==> config.mk <==
export PLATFORM = sky130hd
export DESIGN_NAME = rx_monitor_top
export DESIGN_NICKNAME = d
export VERILOG_FILES = /design/src/logic/rx_monitor_pkg.sv /design/src/logic/error_tally.sv /design/src/logic/fcs_strip.sv /design/src/logic/majority_vote.sv /design/src/logic/preamble_detect.sv /design/src/logic/rx_monitor_top.sv
export VERILOG_INCLUDE_DIRS = /design/src /design/src/logic
export SDC_FILE = /design/constraint.sdc
export NUM_CORES = 1
export LEC_CHECK = 0
export ABC_AREA = 1
export CORE_ASPECT_RATIO = 0.75
export CORE_MARGIN = 2
export CORE_UTILIZATION = 30
export DETAILED_ROUTE_END_ITERATION = 10
export DONT_BUFFER_PORTS = 1
export GPL_ROUTABILITY_DRIVEN = 0
export MAX_ROUTING_LAYER = met4
export SYNTH_ARGS = -nofsm -noshare
export SYNTH_HDL_FRONTEND = slang
export SYNTH_SLANG_ARGS = --single-unit
export TNS_END_PERCENT = 50
==> constraint.sdc <==
create_clock -name clk125MHz -period 9.8 [get_ports clk125MHz]
set_input_delay 2.94 -clock clk125MHz [delete_from_list [all_inputs] [get_ports clk125MHz]]
set_output_delay 2.94 -clock clk125MHz [all_outputs]
set_load 0.02 [all_outputs]
==> src/logic/rx_monitor_settings.svh <==
`ifndef RX_MONITOR_SETTINGS_SVH
`define RX_MONITOR_SETTINGS_SVH

// ethernet framing bytes
`define RX_PREAMBLE_BYTE 8'h55
`define RX_SFD_BYTE 8'hD5

// trailing frame check bytes, removed before voting
`define RX_FCS_BYTES 4

// voted data bytes that follow the two segment number bytes
`define RX_DATA_BYTES 16

`endif

==> src/logic/rx_monitor_pkg.sv <==
`default_nettype none

package rx_monitor_pkg;

	// received or voted byte
	typedef logic [7:0] byte_t;

	// segment number carried in the first two voted bytes
	typedef logic [15:0] seg_num_t;

	// statistics counter
	typedef logic [31:0] tally_t;

	// copies per byte, or votes per bit (up to 7)
	typedef logic [2:0] copy_count_t;

	typedef enum logic [1:0] {
		pre_idle,
		pre_preamble,
		pre_active,
		pre_drain
	} preamble_state_t;

	// which field the next voted byte belongs to
	typedef enum logic [1:0] {
		vote_seg_high,
		vote_seg_low,
		vote_data,
		vote_discard
	} vote_field_t;

endpackage

`default_nettype wire

==> src/logic/error_tally.sv <==
`default_nettype none
`timescale 1ns/10ps
`include "rx_monitor_settings.svh"

module error_tally
	import rx_monitor_pkg::*;
(
	input wire clk125MHz,
	input wire reset,
	input wire [1:0] count_sel,
	input wire seg_num_t seg_num,
	input wire byte_t data_byte,
	input wire data_strobe,
	input wire frame_done,
	output tally_t seg_count,
	output tally_t ok_count,
	output tally_t ng_count,
	output tally_t lost_count,
	output logic done
);

	localparam int cnt_w = $clog2(`RX_DATA_BYTES + 1);
	localparam logic [cnt_w-1:0] full_cnt = cnt_w'(`RX_DATA_BYTES);

	seg_num_t seg_max;
	seg_num_t next_seg;
	logic [cnt_w-1:0] byte_cnt;
	logic mismatch;
	byte_t expected;
	logic seg_good;

	// segments expected in one run
	always_comb begin
		unique case (count_sel)
			2'b00: seg_max = 16'd1;
			2'b01: seg_max = 16'd50;
			2'b10: seg_max = 16'd100;
			2'b11: seg_max = 16'd150;
		endcase
	end

	// pattern is low byte of segment plus byte index
	assign expected = seg_num[7:0] + byte_t'(byte_cnt);
	assign seg_good = !mismatch && (byte_cnt == full_cnt);

	always_ff @(posedge clk125MHz) begin
		if (reset) begin
			byte_cnt <= '0;
			mismatch <= 1'b0;
			next_seg <= '0;
			seg_count <= '0;
			ok_count <= '0;
			ng_count <= '0;
			lost_count <= '0;
			done <= 1'b0;
		end else if (frame_done) begin
			byte_cnt <= '0;
			mismatch <= 1'b0;
			// frames without any voted data carry no segment
			if (byte_cnt != '0) begin
				seg_count <= seg_count + 1'b1;
				if (seg_good)
					ok_count <= ok_count + 1'b1;
				else
					ng_count <= ng_count + 1'b1;
				if (seg_num > next_seg)
					lost_count <= lost_count + tally_t'(seg_num - next_seg);
				next_seg <= seg_num + 16'd1;
				if (seg_num == seg_max - 16'd1)
					done <= 1'b1;
			end
		end else if (data_strobe) begin
			if (byte_cnt == full_cnt) begin
				mismatch <= 1'b1;
			end else begin
				byte_cnt <= byte_cnt + 1'b1;
				if (data_byte != expected)
					mismatch <= 1'b1;
			end
		end
	end

	a_tally_sum: assert property (@(posedge clk125MHz) disable iff (reset)
		ok_count + ng_count == seg_count)
		else $error("ok and ng counts do not add up to seg_count");

endmodule

`default_nettype wire

==> src/logic/fcs_strip.sv <==
`default_nettype none
`timescale 1ns/10ps
`include "rx_monitor_settings.svh"

module fcs_strip
	import rx_monitor_pkg::*;
(
	input wire clk125MHz,
	input wire reset,
	input wire byte_t rx_data,
	input wire rx_enable,
	input wire frame_active,
	output byte_t byte_data,
	output logic byte_strobe,
	output logic frame_end
);

	localparam int fill_w = $clog2(`RX_FCS_BYTES + 1);
	localparam logic [fill_w-1:0] fill_full = fill_w'(`RX_FCS_BYTES);

	byte_t shift_line [`RX_FCS_BYTES];
	logic [fill_w-1:0] fill;
	logic active_d;
	logic load;
	logic active_fall;

	// payload bytes only while the enable is still up
	assign load = frame_active && rx_enable;
	assign active_fall = active_d && !frame_active;

	always_ff @(posedge clk125MHz) begin
		if (reset) begin
			fill <= '0;
			active_d <= 1'b0;
			byte_strobe <= 1'b0;
			frame_end <= 1'b0;
		end else begin
			active_d <= frame_active;
			frame_end <= active_fall;
			byte_strobe <= load && (fill == fill_full);
			if (active_fall)
				fill <= '0;
			else if (load && (fill != fill_full))
				fill <= fill + 1'b1;
		end
	end

	// oldest byte leaves once the line holds a full fcs worth behind it
	always_ff @(posedge clk125MHz) begin
		if (load) begin
			byte_data <= shift_line[`RX_FCS_BYTES-1];
			shift_line[0] <= rx_data;
			for (int i = 1; i < `RX_FCS_BYTES; i++)
				shift_line[i] <= shift_line[i-1];
		end
	end

	a_strobe_in_frame: assert property (@(posedge clk125MHz) disable iff (reset)
		byte_strobe |-> $past(frame_active))
		else $error("byte_strobe outside an active frame");

endmodule

`default_nettype wire

==> src/logic/majority_vote.sv <==
`default_nettype none
`timescale 1ns/10ps
`include "rx_monitor_settings.svh"

module majority_vote
	import rx_monitor_pkg::*;
(
	input wire clk125MHz,
	input wire reset,
	input wire [1:0] copy_sel,
	input wire byte_t byte_data,
	input wire byte_strobe,
	input wire frame_end,
	output seg_num_t seg_num,
	output byte_t data_byte,
	output logic data_strobe,
	output logic frame_done
);

	localparam int idx_w = $clog2(`RX_DATA_BYTES);
	localparam logic [idx_w-1:0] last_data_idx = idx_w'(`RX_DATA_BYTES - 1);

	copy_count_t copies;
	copy_count_t copy_idx;
	copy_count_t votes [8];
	copy_count_t votes_next [8];
	byte_t voted;
	byte_t seg_high_byte;
	logic last_copy;
	vote_field_t field;
	logic [idx_w-1:0] data_idx;

	// copies per byte
	always_comb begin
		unique case (copy_sel)
			2'b00: copies = 3'd1;
			2'b01: copies = 3'd3;
			2'b10: copies = 3'd5;
			2'b11: copies = 3'd7;
		endcase
	end

	// running count per bit including the current copy
	always_comb begin
		for (int i = 0; i < 8; i++) begin
			votes_next[i] = votes[i] + copy_count_t'(byte_data[i]);
			voted[i] = {votes_next[i], 1'b0} > {1'b0, copies};
		end
	end

	assign last_copy = byte_strobe && (copy_idx == copies - 1'b1);

	always_ff @(posedge clk125MHz) begin
		if (reset) begin
			copy_idx <= '0;
			for (int i = 0; i < 8; i++)
				votes[i] <= '0;
			field <= vote_seg_high;
			data_idx <= '0;
			data_strobe <= 1'b0;
			frame_done <= 1'b0;
		end else begin
			data_strobe <= 1'b0;
			frame_done <= frame_end;
			if (frame_end) begin
				// a partial copy group is dropped here
				copy_idx <= '0;
				for (int i = 0; i < 8; i++)
					votes[i] <= '0;
				field <= vote_seg_high;
				data_idx <= '0;
			end else if (last_copy) begin
				copy_idx <= '0;
				for (int i = 0; i < 8; i++)
					votes[i] <= '0;
				unique case (field)
					vote_seg_high: field <= vote_seg_low;
					vote_seg_low: field <= vote_data;
					vote_data: begin
						data_strobe <= 1'b1;
						data_idx <= data_idx + 1'b1;
						if (data_idx == last_data_idx)
							field <= vote_discard;
					end
					vote_discard: field <= vote_discard;
				endcase
			end else if (byte_strobe) begin
				copy_idx <= copy_idx + 1'b1;
				for (int i = 0; i < 8; i++)
					votes[i] <= votes_next[i];
			end
		end
	end

	// voted bytes into segment number or data
	always_ff @(posedge clk125MHz) begin
		if (last_copy && !frame_end) begin
			unique case (field)
				vote_seg_high: seg_high_byte <= voted;
				vote_seg_low: seg_num <= {seg_high_byte, voted};
				vote_data: data_byte <= voted;
				vote_discard: ;
			endcase
		end
	end

	a_copy_in_range: assert property (@(posedge clk125MHz) disable iff (reset)
		copy_idx < copies)
		else $error("copy counter beyond selected copy count");

endmodule

`default_nettype wire

==> src/logic/preamble_detect.sv <==
`default_nettype none
`timescale 1ns/10ps
`include "rx_monitor_settings.svh"

module preamble_detect
	import rx_monitor_pkg::*;
(
	input wire clk125MHz,
	input wire reset,
	input wire byte_t rx_data,
	input wire rx_enable,
	output logic frame_active
);

	preamble_state_t state;
	preamble_state_t state_next;

	always_comb begin
		state_next = state;
		if (!rx_enable) begin
			// every frame ends when the enable drops
			state_next = pre_idle;
		end else begin
			unique case (state)
				pre_idle: begin
					if (rx_data == `RX_PREAMBLE_BYTE)
						state_next = pre_preamble;
					else
						state_next = pre_drain;
				end
				pre_preamble: begin
					if (rx_data == `RX_SFD_BYTE)
						state_next = pre_active;
					else if (rx_data != `RX_PREAMBLE_BYTE)
						state_next = pre_drain;
				end
				pre_active: state_next = pre_active;
				pre_drain: state_next = pre_drain;
			endcase
		end
	end

	always_ff @(posedge clk125MHz) begin
		if (reset)
			state <= pre_idle;
		else
			state <= state_next;
	end

	// high from the byte after the sfd
	assign frame_active = (state == pre_active);

	a_active_ends: assert property (@(posedge clk125MHz) disable iff (reset)
		!$past(rx_enable) |-> !frame_active)
		else $error("frame_active high after rx_enable dropped");

endmodule

`default_nettype wire

==> src/logic/rx_monitor_top.sv <==
`default_nettype none
`timescale 1ns/10ps

module rx_monitor_top
	import rx_monitor_pkg::*;
(
	input wire clk125MHz,
	input wire reset,
	input wire byte_t rx_data,
	input wire rx_enable,
	input wire [1:0] copy_sel,
	input wire [1:0] count_sel,
	output seg_num_t seg_num,
	output byte_t data_byte,
	output logic data_strobe,
	output tally_t seg_count,
	output tally_t ok_count,
	output tally_t ng_count,
	output tally_t lost_count,
	output logic done
);

	logic frame_active;
	byte_t byte_data;
	logic byte_strobe;
	logic frame_end;
	logic frame_done;

	preamble_detect i_preamble_detect (
		.clk125MHz(clk125MHz),
		.reset(reset),
		.rx_data(rx_data),
		.rx_enable(rx_enable),
		.frame_active(frame_active)
	);

	// strips fcs bytes off the raw input stream
	fcs_strip i_fcs_strip (
		.clk125MHz(clk125MHz),
		.reset(reset),
		.rx_data(rx_data),
		.rx_enable(rx_enable),
		.frame_active(frame_active),
		.byte_data(byte_data),
		.byte_strobe(byte_strobe),
		.frame_end(frame_end)
	);

	majority_vote i_majority_vote (
		.clk125MHz(clk125MHz),
		.reset(reset),
		.copy_sel(copy_sel),
		.byte_data(byte_data),
		.byte_strobe(byte_strobe),
		.frame_end(frame_end),
		.seg_num(seg_num),
		.data_byte(data_byte),
		.data_strobe(data_strobe),
		.frame_done(frame_done)
	);

	error_tally i_error_tally (
		.clk125MHz(clk125MHz),
		.reset(reset),
		.count_sel(count_sel),
		.seg_num(seg_num),
		.data_byte(data_byte),
		.data_strobe(data_strobe),
		.frame_done(frame_done),
		.seg_count(seg_count),
		.ok_count(ok_count),
		.ng_count(ng_count),
		.lost_count(lost_count),
		.done(done)
	);

endmodule

`default_nettype wire

== Word level (Yosys, flattened, before mapping) ==
Memory sizes are Yosys's and may differ from the RTL's. A register that Yosys moved wholly into a read port is not among the register bits.
Index checks and enable logic that the tools add are counted.
Word-level totals
  logic and storage cells: 190
  input bits: 15
  memories: 2
  bits in registers: 202
  output and inout port bits: 154
  RAM bits: 56
Memory list
  i_fcs_strip.shift_line: depth 4, width 8, rd ports 4, clocked after memory_dff 1, wr ports 4, line fcs_strip.sv:21  | byte_t shift_line [`RX_FCS_BYTES];
  i_majority_vote.votes: depth 8, width 3, rd ports 8, clocked after memory_dff 0, wr ports 8, line majority_vote.sv:25  | copy_count_t votes [8];
Cells by class
  bitwise logic cells: 28
  add/subtract/negate cells: 21
  eq/ne operators: 24
  reductions and logical operators: 34
  magnitude comparators: 9
  muxes and demuxes: 51
Operators by type and width (count)
  adder 32 x 1 -> 32 bit (second input constant): 3
  2-to-1 mux 3 bit: 24
  case mux 16 bit (4 select lines): 1
  adder 32 bit: 1
  > comparator 4 x 3 -> 1 bit: 8
  adder 3 x 1 -> 3 bit: 8
  OR 1 bit: 24
  2-to-1 mux 1 bit: 19
  subtractor 16 x 16 -> 17 bit: 1
  adder 16 x 1 -> 16 bit (second input constant): 1
  equality test 16 bit: 1
  equality test 2 bit (second input constant): 8
  > comparator 16 bit: 1
  case mux 2 bit (4 select lines): 2
  AND reduction 2 bit: 8
  subtractor 16 x 1 -> 16 bit (second input constant): 1
  case mux 3 bit (4 select lines): 1
  AND reduction 3 bit: 4
  adder 8 x 5 -> 8 bit: 1
  equality test 2 x 1 -> 1 bit (second input constant): 4
  equality test 8 x 7 -> 1 bit (second input constant): 1
  equality test 8 bit (second input constant): 1
  logical NOT 2 bit: 4
  2-to-1 mux 2 bit: 4
  other kinds (20): 36

== Depth between registers and ports, before layout ==
  word-level depth: 11
  mapped depth: 27

== Hierarchy ==
From an unflattened synthesis, not the netlist that was laid out.
Unflattened totals
  cells, all modules: 2030
  area total of the unflattened synthesis: 15502.4 µm²
By module, submodules not included
  error_tally: instances 1, area an instance 10939.2 µm², cells an instance 1684
  majority_vote: instances 1, area an instance 2964.1 µm², cells an instance 248
  fcs_strip: instances 1, area an instance 1455.1 µm², cells an instance 71
  preamble_detect: instances 1, area an instance 143.9 µm², cells an instance 27

== Worst setup path before layout ==
Ideal clock, no wire load.
  path type: input-to-reg
  start: in rx_enable
  end: reg i_fcs_strip.fill[2]
  setup slack: 4352 ps
  buffers on the path: 0
  stages: 7
  arrival time: 5332 ps
  data required time: 9684 ps
  path through: inv_1 > nor2_1 > nand2_1 > inv_1 > nand3_1 > nand2_1 > a21oi_1
Between the ends
  longest elaborated chain between the ends: 2
Ends and longest elaborated chain
  start: declaration: line rx_monitor_top.sv:10  | input wire rx_enable,
  logical AND 1 bit: line fcs_strip.sv:28  | assign load = frame_active && rx_enable;
  via i_fcs_strip.load: line fcs_strip.sv:24  | logic load;
  logical AND 1 bit: line fcs_strip.sv:43  | else if (load && (fill != fill_full))
  end signal: assignment: line fcs_strip.sv:44  | fill <= fill + 1'b1;
  end: declaration: line fcs_strip.sv:22  | logic [fill_w-1:0] fill;
The timed path passes the listed nets, and every way through them passes these cells.
A chain may end at the register's enable or synchronous reset.

== Worst setup path after layout ==
  start: in copy_sel[1]
  end: reg i_majority_vote.seg_num[3], enable pin
Between the ends
  longest elaborated chain between the ends: 7
Ends and longest elaborated chain
  start: declaration: line rx_monitor_top.sv:11  | input wire [1:0] copy_sel,
  equality test 2 bit, or another cell as far along: line majority_vote.sv:35  | unique case (copy_sel)
  case mux 3 bit (4 select lines) *: line majority_vote.sv:35
  subtractor 3 x 1 -> 3 bit *: line majority_vote.sv:51  | assign last_copy = byte_strobe && (copy_idx == copies - 1'b1);
  equality test 3 bit *: line majority_vote.sv:51
  logical AND 1 bit *: line majority_vote.sv:51
  logical AND 1 bit *: line majority_vote.sv:97  | if (last_copy && !frame_end) begin
  AND reduction 2 bit (no line) *
  end signal: assignment: line majority_vote.sv:100  | vote_seg_low: seg_num <= {seg_high_byte, voted};
  end: declaration: line majority_vote.sv:14  | output seg_num_t seg_num,
Every way passes the cells marked *; elsewhere a longest branch is shown, timed or not. The select of a mux whose other input is x is not followed.

==> impl_metrics.json <==
{
  "netlist_instances": 1997,
  "regToRegStartpoint": "i_majority_vote.seg_num[1]",
  "first_global_vias": 12300,
  "cp_slowest_cell": "nor3_2",
  "crit_start": "copy_sel[1]",
  "setup.worst_path.end_class": "register",
  "fin_nets": 2102,
  "yosysTopAreaCell": "dfxtp_1",
  "drt_iter0_drc": 922,
  "slew_violations": 0,
  "async_flop_share": 0,
  "dieWidth_um": 265,
  "synthTopCellsByCount": "nand2_1 (451), inv_1 (230), nor2_1 (218), a21oi_1 (177), dfxtp_1 (173)",
  "grtUsageTotal": 0.160,
  "synth-edff-count": 93,
  "cts_max_level": 1,
  "power_switching_uw": 527,
  "clkTransAtPathRegs_ps": 70,
  "grt_pass1_wl_um": 66500,
  "synth.area.mux_share": 0,
  "power_mw": 2.33,
  "fillers": 5255,
  "drtAntennaViolNets": 0,
  "post-route-util": 0.337,
  "post_cts_buffers": 0,
  "first_pass_iters": 6,
  "clock_latency_ps": 590,
  "hold_viol": 0,
  "area_growth_pct": 10.7,
  "drive_gt1_frac": 0.0511,
  "die_y_um": 200,
  "cp_cell_sequence": "inv_1 > nor2_1 > nor3_1 > nand3b_1 > inv_1 > nand2_1 > nor3_2",
  "fin_crit_sh": 0.470,
  "place_ws_ps": 4570,
  "core_area_sq_mm": 0.0503,
  "cap_violations": 0,
  "worstHoldStart": "i_fcs_strip.shift_line[3][2]",
  "period_needed_ps": 4600,
  "cp_slowest_stage_delay_ps": 880,
  "hold_class": "register to register",
  "power_frac_seq": 0.497,
  "synth_top_family_by_area": "simple AND/OR/NAND/NOR gates",
  "dieArea_sq_mm": 0.0528,
  "path_class": "input pin to register",
  "synth.most_common_cell": "nand2_1",
  "portBuffers": 0,
  "diodes": 0,
  "setup_viol": 0,
  "finalWirelength_um": 42100,
  "synth-compound-area-share": 0.117,
  "setup_tns_ps": 0,
  "ys.flop_type": "dfxtp_1",
  "cts_root_buf": "clkbuf_16",
  "cellLeakagePower_nw": 6.68,
  "hold_slack_ps": 418,
  "avgSynthCellArea_sq_um": 7.66,
  "synthSimpleGateAreaFrac": 0.264,
  "critical_path_buf_inv_count": 2,
  "syn-num-nets": 2107,
  "yosys_warnings": 0,
  "via_count": 13100,
  "cp-start-kind": "input pin",
  "p_sw_frac": 0.226,
  "synth_cell_types": 55,
  "timing.final.ws_setup_ps": 5200,
  "cp.required_ps": 10010,
  "hpwl_um": 31900,
  "num_rows": 71,
  "clockBufferDepth": 3,
  "cp_data_arrival_time_ps": 4820,
  "cts-buffers-inserted": 29,
  "post_cts_resized": 0,
  "yosys.area.top_type_share": 0.226,
  "crit_top_cell": "inv_1",
  "pwr-share-comb": 0.022,
  "wl_per_cell_um": 15.8,
  "max-slew-margin-rel": 0.220,
  "finalClockSkew_ps": 28.0,
  "antenna_found_initial": 0,
  "clkPwrFrac": 0.482,
  "status": "completed",
  "power.internal_mw": 1.80,
  "drc": 0,
  "yosys-top-cells-area": "dfxtp_1 (23%), edfxtp_1 (18%), nand2_1 (11%)",
  "clock-sinks": 266,
  "max_slew.worst_pin.slew_ps": 1160,
  "start_util": 0.304,
  "ys_ff_latch": 266,
  "synth-xor-area-share": 0.0599,
  "vias_per_cell": 4.92,
  "critPathTopFamily": "simple AND/OR/NAND/NOR gates",
  "multiInputGateArea_sq_mm": 0.00797,
  "regArea_sq_mm": 0.00626,
  "cts_tree": "yes",
  "rsz0062_at_grt": "false",
  "seq_area_frac_synth": 0.409,
  "max-vdd-ir-drop_uv": 127,
  "grt-ovfl-total": 0,
  "cp_max_fo": 16,
  "hold_buffers": 0,
  "ioPinCount": 169,
  "max_freq_mhz": 217,
  "synthAdderAreaFrac": 0.0792,
  "p_per_area_mw_per_mm2": 137,
  "syn-cell-area_sq_mm": 0.0153,
  "grt_max_degree": 68
}
==> cells by family (layout without fill, tap and decap cells) <==
logic type / count (synthesis) / count (layout)
and+or+nand+nor: 918 / 918
AOI/OAI and AO/OA: 335 / 335
buffers and inverters: 280 / 297
DFF: 266 / 266
xor gates and xnor gates: 103 / 103
adders and majority gates: 95 / 95
==> per-layer routing <==
layer	wire (um)	vias up	global-route usage	share of wire
met2	17600	374	0.235	0.42
li1	-	6640	-	-
met4	1360	0	0.0534	0.032
met1	19300	6038	0.203	0.46
met3	3930	77	0.0585	0.093
met5	0	-	-	0
==> path summary, 6_finish.rpt <==
| path | end | slack (ps) | cells after the start |
|---|---|---|---|
| worst min-delay path | i_fcs_strip.byte_data[2] | 420 | 0 |
| worst min register to register | i_fcs_strip.byte_data[2] | 420 | 0 |
| worst max register to register | i_error_tally.lost_count[31] | 5410 | 24 |
| worst max-delay path | i_majority_vote.seg_num[3] | 5200 | 7 |
==> stage by stage <==
stage | cell area (sq um) | std cells
2_1_floorplan | 15300 | 1997
4_1_cts | 16900 | 2671
3_3_place_gp | 16000 | 2618
3_5_place_dp | 16000 | 2618
6_report | 16900 | 2671
5_1_grt | 16900 | 2671
==> cells in the final DEF (no fill, tap or decap), drive strengths merged, types with 2 or more instances in the layout <==
cell type | netlist | final
a41oi | 2 | 2
o21a | 7 | 7
o211ai | 2 | 2
xnor2 | 56 | 56
a211oi | 4 | 4
dfxtp | 173 | 173
nand3b | 12 | 12
bufinv | 0 | 3
nor3 | 67 | 67
clkinvlp | 0 | 6
a21o | 6 | 6
inv | 241 | 243
nand3 | 87 | 87
a21oi | 177 | 177
o21bai | 7 | 7
nand4 | 42 | 42
o21ai | 108 | 108
and2 | 5 | 5
or2 | 2 | 2
nor2 | 230 | 230
clkbuf | 27 | 33
xor2 | 46 | 46
buf | 12 | 3
fa | 3 | 3
clkinv | 0 | 9
ha | 92 | 92
nand2 | 457 | 457
edfxtp | 93 | 93
nor4 | 9 | 9
nor3b | 5 | 5
a31oi | 14 | 14
o22ai | 3 | 3
==> cell type report <==
type                            count  share of cell area
Multi-Input combinational cell   1451               0.471
Sequential cell                   266               0.369
Inverter                          241              0.0536
Tap cell                          657              0.0485
Clock buffer                       33              0.0443
Clock inverter                     20              0.0123
Timing Repair Buffer                3             0.00133
==> registers in the layout, summed over array words and instances, names as in the netlist, 3 cells and up <==
register,flops
i_error_tally.byte_cnt,5
i_majority_vote.data_idx,4
i_error_tally.next_seg,16
i_majority_vote.copy_idx,3
i_majority_vote.seg_high_byte,8
i_fcs_strip.shift_line,32
i_majority_vote.votes,24
i_fcs_strip.byte_data,8
i_majority_vote.seg_num,16
i_fcs_strip.fill,3
i_majority_vote.data_byte,8
i_error_tally.lost_count,32
i_error_tally.ok_count,32
i_error_tally.seg_count,32
i_error_tally.ng_count,32
==> power groups by stage <==
stage	Sequential, mW	Combinational (mW)	Clock (mW)
floorplan	1.18	0.0401	0
global placement	1.18	0.0483	0
detailed placement	1.18	0.0505	0
CTS	1.16	0.0508	1.15
global route	1.16	0.0588	1.19
finish	1.16	0.0502	1.12
Note: power is estimated with default switching activity, not from simulation.
